`src/lanzonesPkg.sv`:
```
`default_nettype none

package lanzonesPkg;

   localparam int xlen     = 32;
   localparam int regAddrW = 5;
   localparam int numRegs  = 32;

   localparam logic [6:0] opOpImm = 7'b0010011;
   localparam logic [6:0] opOp    = 7'b0110011;
   localparam logic [6:0] opLui   = 7'b0110111;
   localparam logic [6:0] opStore = 7'b0100011;
   localparam logic [6:0] opLoad  = 7'b0000011;
   localparam logic [6:0] opHalt  = 7'h7F;

   localparam logic [2:0] f3Add  = 3'b000; // also sub
   localparam logic [2:0] f3Sll  = 3'b001;
   localparam logic [2:0] f3Slt  = 3'b010;
   localparam logic [2:0] f3Sltu = 3'b011;
   localparam logic [2:0] f3Xor  = 3'b100;
   localparam logic [2:0] f3Srl  = 3'b101; // also sra
   localparam logic [2:0] f3Or   = 3'b110;
   localparam logic [2:0] f3And  = 3'b111;
   localparam logic [2:0] f3Word = 3'b010; // lw / sw

   localparam logic [6:0] f7Norm = 7'b0000000;
   localparam logic [6:0] f7Alt  = 7'b0100000;

   typedef enum logic [3:0] {
      aluAdd, aluSub, aluSlt, aluSltu, aluXor,
      aluOr, aluAnd, aluSll, aluSrl, aluSra
   } aluOpT;

   typedef struct packed {
      logic [6:0] funct7;
      logic [4:0] rs2;
      logic [4:0] rs1;
      logic [2:0] funct3;
      logic [4:0] rd;
      logic [6:0] opcode;
   } rFormatT;

   typedef struct packed {
      logic [11:0] imm;
      logic [4:0]  rs1;
      logic [2:0]  funct3;
      logic [4:0]  rd;
      logic [6:0]  opcode;
   } iFormatT;

   typedef struct packed {
      logic [6:0] immHi;
      logic [4:0] rs2;
      logic [4:0] rs1;
      logic [2:0] funct3;
      logic [4:0] immLo;
      logic [6:0] opcode;
   } sFormatT;

   typedef struct packed {
      logic [19:0] imm;
      logic [4:0]  rd;
      logic [6:0]  opcode;
   } uFormatT;

   typedef union packed {
      rFormatT r;
      iFormatT i;
      sFormatT s;
      uFormatT u;
   } instrWordT;

   typedef struct packed {
      aluOpT                aluOp;
      logic                 useImm;
      logic [xlen-1:0]      imm;
      logic [regAddrW-1:0]  rs1;
      logic [regAddrW-1:0]  rs2;
      logic [regAddrW-1:0]  rd;
      logic                 writesRd;
      logic                 isLui;
      logic                 isLoad;
      logic                 isStore;
      logic                 stop; // halt opcode or bad encoding
   } decodedOpT;

   typedef struct packed {
      logic            req;
      logic            we;
      logic [xlen-1:0] addr; // word address
      logic [xlen-1:0] wdata;
   } memReqT;

   typedef struct packed {
      logic                en;
      logic [regAddrW-1:0] addr;
      logic [xlen-1:0]     data;
   } regWriteT;

endpackage

`default_nettype wire

```
`src/lanzonesFetch.sv`:
```
`timescale 1ns/100ps
`default_nettype none

module lanzonesFetch (
   input  wire logic                            clk,
   input  wire logic                            rstn,
   input  wire logic                            loadEn,
   input  wire logic                            memVld,
   input  wire logic [lanzonesPkg::xlen-1:0]    memRData,
   input  lanzonesPkg::decodedOpT               op,
   input  wire logic [lanzonesPkg::xlen-1:0]    dataAddr,
   input  wire logic [lanzonesPkg::xlen-1:0]    storeData,
   output lanzonesPkg::memReqT                  memReq,
   output lanzonesPkg::instrWordT               instr,
   output logic                                 instrVld,
   output logic                                 loadVld,
   output logic                                 halt,
   output logic [lanzonesPkg::xlen-1:0]         loadData
);

   typedef enum logic [2:0] {idle, fetch, decode, access, halted} stateT;

   stateT                          state;
   logic [lanzonesPkg::xlen-1:0]   pc;       // counts words
   lanzonesPkg::instrWordT         instrQ;
   logic [lanzonesPkg::xlen-1:0]   accAddr;
   logic [lanzonesPkg::xlen-1:0]   accWData;
   logic                           accWe;

   always_ff @(posedge clk) begin
      if (!rstn) begin
         state <= idle;
         halt  <= 1'b1;
         pc    <= '0;
         accWe <= 1'b0;
      end else begin
         case (state)
            idle, halted: begin
               if (loadEn) begin
                  state <= fetch;
                  halt  <= 1'b0;
               end
            end
            fetch: begin
               if (memVld) begin
                  state <= decode;
                  pc    <= pc + 1'b1;
               end
            end
            decode: begin
               if (op.stop) begin
                  state <= halted;
                  halt  <= 1'b1;
               end else if (op.isLoad || op.isStore) begin
                  state <= access;
                  accWe <= op.isStore;
               end else begin
                  state <= fetch;
               end
            end
            access: if (memVld) state <= fetch;
            default: state <= idle;
         endcase
      end
   end

   // payload, no reset
   always_ff @(posedge clk) begin
      if (state == fetch && memVld) instrQ <= memRData;
      if (state == decode) begin
         accAddr  <= dataAddr;
         accWData <= storeData;
      end
   end

   always_comb begin
      memReq.req   = (state == fetch) || (state == access);
      memReq.we    = (state == access) && accWe;
      memReq.addr  = (state == access) ? accAddr : pc;
      memReq.wdata = memReq.we ? accWData : '0;
   end

   assign instr    = instrQ;
   assign instrVld = (state == decode);
   assign loadVld  = (state == access) && !accWe && memVld;
   assign loadData = memRData;

   // request held until the memory answers
   assert property (@(posedge clk) disable iff (!rstn)
      memReq.req && !memVld |=> $stable(memReq));

endmodule

`default_nettype wire

```
`src/lanzonesDecode.sv`:
```
`timescale 1ns/100ps
`default_nettype none

module lanzonesDecode (
   input  lanzonesPkg::instrWordT   instr,
   input  wire logic                instrVld,
   output lanzonesPkg::decodedOpT   op
);

   always_comb begin
      logic bad;
      bad = 1'b0;
      op  = '0;
      if (instrVld) begin
         case (instr.r.opcode)
            lanzonesPkg::opOpImm: begin
               op.rs1      = instr.i.rs1;
               op.rd       = instr.i.rd;
               op.useImm   = 1'b1;
               op.writesRd = 1'b1;
               op.imm      = {{20{instr.i.imm[11]}}, instr.i.imm};
               case (instr.i.funct3)
                  lanzonesPkg::f3Add:  op.aluOp = lanzonesPkg::aluAdd;
                  lanzonesPkg::f3Slt:  op.aluOp = lanzonesPkg::aluSlt;
                  lanzonesPkg::f3Sltu: op.aluOp = lanzonesPkg::aluSltu;
                  lanzonesPkg::f3Xor:  op.aluOp = lanzonesPkg::aluXor;
                  lanzonesPkg::f3Or:   op.aluOp = lanzonesPkg::aluOr;
                  lanzonesPkg::f3And:  op.aluOp = lanzonesPkg::aluAnd;
                  lanzonesPkg::f3Sll: begin
                     op.aluOp = lanzonesPkg::aluSll;
                     op.imm   = {27'b0, instr.r.rs2}; // shamt
                     bad      = instr.r.funct7 != lanzonesPkg::f7Norm;
                  end
                  default: begin // srli / srai
                     op.imm = {27'b0, instr.r.rs2};
                     if (instr.r.funct7 == lanzonesPkg::f7Alt) begin
                        op.aluOp = lanzonesPkg::aluSra;
                     end else begin
                        op.aluOp = lanzonesPkg::aluSrl;
                        bad      = instr.r.funct7 != lanzonesPkg::f7Norm;
                     end
                  end
               endcase
            end
            lanzonesPkg::opOp: begin
               op.rs1      = instr.r.rs1;
               op.rs2      = instr.r.rs2;
               op.rd       = instr.r.rd;
               op.writesRd = 1'b1;
               if (instr.r.funct7 == lanzonesPkg::f7Norm) begin
                  case (instr.r.funct3)
                     lanzonesPkg::f3Add:  op.aluOp = lanzonesPkg::aluAdd;
                     lanzonesPkg::f3Sll:  op.aluOp = lanzonesPkg::aluSll;
                     lanzonesPkg::f3Slt:  op.aluOp = lanzonesPkg::aluSlt;
                     lanzonesPkg::f3Sltu: op.aluOp = lanzonesPkg::aluSltu;
                     lanzonesPkg::f3Xor:  op.aluOp = lanzonesPkg::aluXor;
                     lanzonesPkg::f3Or:   op.aluOp = lanzonesPkg::aluOr;
                     lanzonesPkg::f3And:  op.aluOp = lanzonesPkg::aluAnd;
                     default:             bad      = 1'b1; // no srl in this subset
                  endcase
               end else if (instr.r.funct7 == lanzonesPkg::f7Alt &&
                            instr.r.funct3 == lanzonesPkg::f3Add) begin
                  op.aluOp = lanzonesPkg::aluSub;
               end else begin
                  bad = 1'b1;
               end
            end
            lanzonesPkg::opLui: begin
               op.rd       = instr.u.rd;
               op.imm      = {12'b0, instr.u.imm}; // shifted up in write-back
               op.isLui    = 1'b1;
               op.writesRd = 1'b1;
            end
            lanzonesPkg::opStore: begin
               op.rs1     = instr.s.rs1;
               op.rs2     = instr.s.rs2;
               op.imm     = {{20{instr.s.immHi[6]}}, instr.s.immHi, instr.s.immLo};
               op.useImm  = 1'b1;
               op.isStore = 1'b1;
               bad        = instr.s.funct3 != lanzonesPkg::f3Word;
            end
            lanzonesPkg::opLoad: begin
               op.rs1    = instr.i.rs1;
               op.rd     = instr.i.rd;
               op.imm    = {{20{instr.i.imm[11]}}, instr.i.imm};
               op.useImm = 1'b1;
               op.isLoad = 1'b1; // rd written later by write-back
               bad       = instr.i.funct3 != lanzonesPkg::f3Word;
            end
            default: bad = 1'b1; // includes opHalt
         endcase
         // a stopping word has no other effect
         if (bad) begin
            op      = '0;
            op.stop = 1'b1;
         end
      end
      assert final ($onehot0({op.isLoad, op.isStore, op.writesRd}));
   end

endmodule

`default_nettype wire

```
`src/lanzonesAlu.sv`:
```
`timescale 1ns/100ps
`default_nettype none

module lanzonesAlu (
   input  lanzonesPkg::decodedOpT             op,
   input  wire logic [lanzonesPkg::xlen-1:0]  rs1Data,
   input  wire logic [lanzonesPkg::xlen-1:0]  rs2Data,
   output logic [lanzonesPkg::xlen-1:0]       aluResult
);

   logic [lanzonesPkg::xlen-1:0] opB;
   logic [4:0]                   shamt;

   assign opB   = op.useImm ? op.imm : rs2Data;
   assign shamt = opB[4:0];

   always_comb begin
      case (op.aluOp)
         lanzonesPkg::aluAdd:  aluResult = rs1Data + opB; // also load/store address
         lanzonesPkg::aluSub:  aluResult = rs1Data - opB;
         lanzonesPkg::aluSlt: begin
            aluResult = {31'b0, $signed(rs1Data) < $signed(opB)};
         end
         lanzonesPkg::aluSltu: begin
            aluResult = {31'b0, rs1Data < opB};
         end
         lanzonesPkg::aluXor:  aluResult = rs1Data ^ opB;
         lanzonesPkg::aluOr:   aluResult = rs1Data | opB;
         lanzonesPkg::aluAnd:  aluResult = rs1Data & opB;
         lanzonesPkg::aluSll:  aluResult = rs1Data << shamt;
         lanzonesPkg::aluSrl:  aluResult = rs1Data >> shamt;
         lanzonesPkg::aluSra:  aluResult = $unsigned($signed(rs1Data) >>> shamt);
         default:              aluResult = '0;
      endcase
   end

endmodule

`default_nettype wire

```
`src/lanzonesRegFile.sv`:
```
`timescale 1ns/100ps
`default_nettype none

module lanzonesRegFile (
   input  wire logic                                clk,
   input  wire logic                                rstn,
   input  wire logic [lanzonesPkg::regAddrW-1:0]    rs1,
   input  wire logic [lanzonesPkg::regAddrW-1:0]    rs2,
   input  lanzonesPkg::regWriteT                    regWrite,
   output logic [lanzonesPkg::xlen-1:0]             rs1Data,
   output logic [lanzonesPkg::xlen-1:0]             rs2Data
);

   logic [lanzonesPkg::xlen-1:0] regs [lanzonesPkg::numRegs];

   // x0 cleared in reset and never written
   always_ff @(posedge clk) begin
      if (!rstn) begin
         regs[0] <= '0;
      end else if (regWrite.en && regWrite.addr != '0) begin
         regs[regWrite.addr] <= regWrite.data;
      end
   end

   assign rs1Data = regs[rs1];
   assign rs2Data = regs[rs2];

   assert property (@(posedge clk) disable iff (!rstn)
      rs1 == '0 |-> rs1Data == '0);

endmodule

`default_nettype wire

```
`src/lanzonesWriteback.sv`:
```
`timescale 1ns/100ps
`default_nettype none

module lanzonesWriteback (
   input  wire logic                            clk,
   input  wire logic                            rstn,
   input  lanzonesPkg::decodedOpT               op,
   input  wire logic [lanzonesPkg::xlen-1:0]    aluResult,
   input  wire logic                            loadVld,
   input  wire logic [lanzonesPkg::xlen-1:0]    loadData,
   output lanzonesPkg::regWriteT                regWrite
);

   logic                                 loadPending;
   logic [lanzonesPkg::regAddrW-1:0]     loadRd;
   logic                                 wrEn;
   logic [lanzonesPkg::regAddrW-1:0]     wrAddr;
   logic [lanzonesPkg::xlen-1:0]         wrData;

   always_ff @(posedge clk) begin
      if (!rstn) begin
         wrEn        <= 1'b0;
         loadPending <= 1'b0;
      end else begin
         wrEn <= op.writesRd || (loadPending && loadVld);
         if (op.isLoad) loadPending <= 1'b1;
         else if (loadVld) loadPending <= 1'b0;
      end
   end

   always_ff @(posedge clk) begin
      if (op.isLoad) loadRd <= op.rd;
      if (op.writesRd) begin
         wrAddr <= op.rd;
         wrData <= op.isLui ? (op.imm << 12) : aluResult;
      end else if (loadPending && loadVld) begin
         wrAddr <= loadRd;
         wrData <= loadData;
      end
   end

   assign regWrite = '{en: wrEn, addr: wrAddr, data: wrData};

endmodule

`default_nettype wire

```
`src/lanzones.sv`:
```
`timescale 1ns/100ps
`default_nettype none

module lanzones (
   input  wire logic                            clk,
   input  wire logic                            rstn,
   input  wire logic                            loadEn,
   input  wire logic                            memVld,
   input  wire logic [lanzonesPkg::xlen-1:0]    memRData,
   output lanzonesPkg::memReqT                  memReq,
   output logic                                 halt
);

   lanzonesPkg::instrWordT          instr;
   logic                            instrVld;
   lanzonesPkg::decodedOpT          op;
   logic [lanzonesPkg::xlen-1:0]    aluResult;
   logic [lanzonesPkg::xlen-1:0]    rs1Data;
   logic [lanzonesPkg::xlen-1:0]    rs2Data;
   logic                            loadVld;
   logic [lanzonesPkg::xlen-1:0]    loadData;
   lanzonesPkg::regWriteT           regWrite;

   lanzonesFetch uFetch (
      .clk       (clk),
      .rstn      (rstn),
      .loadEn    (loadEn),
      .memVld    (memVld),
      .memRData  (memRData),
      .op        (op),
      .dataAddr  (aluResult),
      .storeData (rs2Data),
      .memReq    (memReq),
      .instr     (instr),
      .instrVld  (instrVld),
      .loadVld   (loadVld),
      .halt      (halt),
      .loadData  (loadData)
   );

   lanzonesDecode uDecode (.instr(instr), .instrVld(instrVld), .op(op));

   lanzonesAlu uAlu (.op(op), .rs1Data(rs1Data), .rs2Data(rs2Data), .aluResult(aluResult));

   lanzonesRegFile uRegFile (
      .clk      (clk),
      .rstn     (rstn),
      .rs1      (op.rs1),
      .rs2      (op.rs2),
      .regWrite (regWrite),
      .rs1Data  (rs1Data),
      .rs2Data  (rs2Data)
   );

   lanzonesWriteback uWriteback (
      .clk       (clk),
      .rstn      (rstn),
      .op        (op),
      .aluResult (aluResult),
      .loadVld   (loadVld),
      .loadData  (loadData),
      .regWrite  (regWrite)
   );

endmodule

`default_nettype wire

```
`config.mk`:
```
export PLATFORM = sky130hd
export DESIGN_NAME = lanzones
export DESIGN_NICKNAME = d
export VERILOG_FILES = /design/src/lanzonesPkg.sv /design/src/lanzonesFetch.sv /design/src/lanzonesDecode.sv /design/src/lanzonesAlu.sv /design/src/lanzonesRegFile.sv /design/src/lanzonesWriteback.sv /design/src/lanzones.sv
export SDC_FILE = /design/constraint.sdc
export NUM_CORES = 2
export LEC_CHECK = 0
export ABC_CLOCK_PERIOD_IN_PS = 8700
export BUFFER_PORTS_ARGS = -buffer_cell sky130_fd_sc_hd__buf_4
export CAP_MARGIN = 15
export CELL_PAD_IN_SITES_DETAIL_PLACEMENT = 0
export CELL_PAD_IN_SITES_GLOBAL_PLACEMENT = 1
export CORE_MARGIN = 2
export CORE_UTILIZATION = 30
export CTS_BUF_LIST = sky130_fd_sc_hd__clkbuf_4
export DETAILED_ROUTE_END_ITERATION = 6
export PLACE_DENSITY = 0.57
export SYNTH_ARGS = -nofsm -noshare
export SYNTH_HDL_FRONTEND = slang
export SYNTH_SLANG_ARGS = --single-unit
```
`constraint.sdc`:
```
create_clock -name clk -period 8.7 [get_ports clk]
set_clock_uncertainty 0.15 [all_clocks]
set_input_delay 1.74 -clock clk [delete_from_list [all_inputs] [get_ports clk]]
set_output_delay 1.74 -clock clk [all_outputs]
set_load 0.05 [all_outputs]
```
==> results.sh <==
export IMPL_clockBufferDepth=4
export IMPL_clk_latency_ps=1470
export IMPL_comb_power_share_pct=6.2
export IMPL_relSlewSlack_pct=16.31
export IMPL_p_leak_nw=27.51
export IMPL_drtIter0Drc=8174
export IMPL_totalWireLength_mm=350.3
export IMPL_critPathCaptureType="flop"
export IMPL_rsz0062_at_grt="no"
export IMPL_pwr_share_seq_pct=50.5
export IMPL_cp_required_ps=9690
export IMPL_die_h_um=477.6
export IMPL_seqCellArea_um2=35670
export IMPL_rr_endpoint="uWriteback.wrData[29]"
export IMPL_die_area_um2=228100
export IMPL_path_max_fanout=49
export IMPL_gp_congestion=0.9971
export IMPL_synth_top_area_share_pct=51.87
export IMPL_holdWs_ps=345.8
export IMPL_yosysUniqueCellTypes=104
export IMPL_antenna_left=0
export IMPL_maxCapViolations=0
export IMPL_r2r_cells=30
export IMPL_antenna_found_initial=26
export IMPL_crit_slowest_cell="nor3_2"
export IMPL_worst_pin_slew_ps=1252
export IMPL_yosysSeqAreaShare_pct=53.03
export IMPL_vias=60710
export IMPL_die_w_um=477.6
export IMPL_grt_ovfl_total=0
export IMPL_fin_setup_tns_ps=0
export IMPL_yosysWarnings=0
export IMPL_cts_buffers=349
export IMPL_p_switching_mw=3.208
export IMPL_use_met2_pct=44.69
export IMPL_syn_area_per_cell_um2=10.90
export IMPL_fin_crit_ps=8615
export IMPL_hold_class="reg2reg"
export IMPL_rrSetupSlack_ps=90
export IMPL_synth_async_reset_ratio_pct=0
export IMPL_syn_nets=6308
export IMPL_critical_path_class="reg2reg"
export IMPL_io_pins=103
export IMPL_dr_pass1_iters=6
export IMPL_start_kind="flop"
export IMPL_hold_start="uFetch.halt"
export IMPL_synth_area_um2=67280
export IMPL_yosysTopAreaCell="edfxtp_1"
export IMPL_p_per_area_nw_per_um2=157.4
export IMPL_yosys_top_cells_area="edfxtp_1 (52%), mux2i_1 (6.0%), a211oi_1 (5.2%)"
export IMPL_synth_seq_cells=1201
export IMPL_drive_above_1_share_pct=20.03
export IMPL_num_nets_final=6805
export IMPL_clkTransAtPathRegs_ps=70
export IMPL_slowest_delay_ps=890
export IMPL_setup_viol=0
export IMPL_final_cell_mix="edfxtp_1 (1162), nand2_1 (662), buf_4 (624)"
export IMPL_pre_cts_slack_ps=-116.8
export IMPL_h_tree_depth=5
export IMPL_grtUsageMet3_pct=7.880
export IMPL_grt_most_used_layer="met2"
export IMPL_crit_arrival_ps=9600
export IMPL_synth_edf_count=1162
export IMPL_fill_cells=22480
export IMPL_start_util_pct=30.23
export IMPL_core_um2=222500
export IMPL_final_common_cell="edfxtp_1"
export IMPL_hold_end="uFetch.halt"
export IMPL_multiInputGateArea_um2=29540
export IMPL_finalPower_mw=12.48
export IMPL_cts_tree="built"
export IMPL_dp_hpwl_mm=238.1
export IMPL_grt_pass1_vias=57660
export IMPL_worst_hold_path_num_cells=2
export IMPL_cts_sinks=1201
export IMPL_port_buffers=102
export IMPL_synth_main_ff_cell="edfxtp_1"
export IMPL_worst_slack_ps=85.18
export IMPL_syn_to_final_growth_pct=17.86
export IMPL_grt_use_met1_pct=38.32
export IMPL_slew_viol_final=0
export IMPL_hold_buffers=0
export IMPL_vias_per_cell=6.128
export IMPL_fin_crit_sh_pct=99.02
export IMPL_hold_viol_final=0
export IMPL_clock_fmax_ghz=0.1161
export IMPL_crit_top_cell="buf_4"
export IMPL_crit_reg2reg_launch="uFetch.instr[6]"
export IMPL_grt_first_pass_wirelength_mm=473.6
export IMPL_vdd_drop_max_mv=0.1440
export IMPL_status="finished, final reports clean"
export IMPL_grt_start_max_net_pins=165
export IMPL_synthCells=6172
export IMPL_drc=0
export IMPL_p_int_mw=9.272
export IMPL_row_count=173
export IMPL_grt_use_total_pct=29.51
export IMPL_clock_power_share_pct=43.3
export IMPL_swShare_pct=25.71
export IMPL_cts_root_buf="clkbuf_4"
export IMPL_wl_per_cell_um=35.36
## synthesized netlist by cell type (46+ instances only)
cell type,instances
edfxtp_1,1162
nand2_1,665
a211oi_1,467
mux2i_1,404
clkbuf_1,333
and2_1,298
nor2_1,274
a21oi_1,263
o21ai_0,157
o22ai_1,147
a31oi_1,144
a22oi_1,142
inv_1,119
nand3_1,118
nor3_1,114
buf_2,102
ha_1,98
nand4_1,71
buf_1,70
o31ai_1,69
mux2_2,62
a221oi_1,61
and3_1,46
## critical path, delay by kind of cell (launching register included)
family,cells,cell delay (ps)
buf+inv,7,1330
flops,1,380
simple gates,8,3190
compound gates,14,2930
fa+ha+maj,1,250
## cells by family after synthesis
logic type	after synthesis	share of synthesized area, %
and+or+nand+nor	1809	13.27
DFF	1201	53.03
adders and majority gates	100	1.882
AOI/OAI and AO/OA	1879	19.73
muxes	484	7.504
xor gates and xnor gates	53	0.6900
buffers and inverters	646	3.900
## worst max path at each step
stage                               start                     to  slack, ps  cells past startpoint
after global routing      uFetch.instr[3]   uWriteback.wrData[0]         20                     31
after detailed placement  uFetch.instr[3]  uWriteback.wrData[29]       -120                     27
after CTS                 uFetch.instr[6]  uWriteback.wrData[29]         30                     27
after floorplan           uFetch.state[2]  uWriteback.wrData[30]        860                     35
after global placement    uFetch.instr[6]  uWriteback.wrData[31]       -130                     28
final                     uFetch.instr[6]  uWriteback.wrData[29]         90                     30
## timing repair
action / CTS / global route
hold endpoints to repair: 0 / 0
resized for setup: 1 / 6
setup endpoints to repair: 5 / 10
pin swaps: 0 / 1
buffers inserted: 0 / 6
## area by class of cell
class                   count  area share, %
clock inverters           113         0.7448
repair buffers            667          7.032
flip-flops and latches   1201          44.99
clock buffers             490          4.639
diodes                     12        0.03787
multi-input cells        4325          37.26
inverters                 125         0.5965
well taps                2975          4.695
## power by group through the flow
stage	combinational [mW]	sequential, mW	clock (mW)
global route	0.800	6.30	5.77
CTS	0.749	6.30	5.50
global placement	0.752	6.43	0
detailed placement	0.745	6.43	0
floorplan	0.382	6.41	0
finish	0.775	6.30	5.40
## sequential cells by signal, summed over array words and instances (netlist names)
signal and flops:
uRegFile.regs 1024, uFetch.accAddr 32, uFetch.accWData 32, uFetch.instr 32
uFetch.pc 32, uWriteback.wrData 32, uWriteback.loadRd 5, uWriteback.wrAddr 5
uFetch.state 3, uFetch.accWe 1, uFetch.halt 1, uWriteback.loadPending 1
uWriteback.wrEn 1
## layer usage
| metal | vias to the layer above | share of wire [%] |
|---|---|---|
| li1 | 25280 | - |
| met1 | 30620 | 40 |
| met2 | 3909 | 44 |
| met3 | 893 | 10 |
| met4 | 18 | 5.8 |
| met5 | - | 0.037 |
## per-stage QoR
step	std cells	util [%]	instance area (um2)
4_1_cts	9878	35.44	78870
6_report	9908	35.63	79290
3_5_place_dp	9275	33.52	74600
5_1_grt	9901	35.62	79270
2_1_floorplan	6172	-	67280
3_3_place_gp	9273	33.51	74570
(Power assumes the default switching activity.)
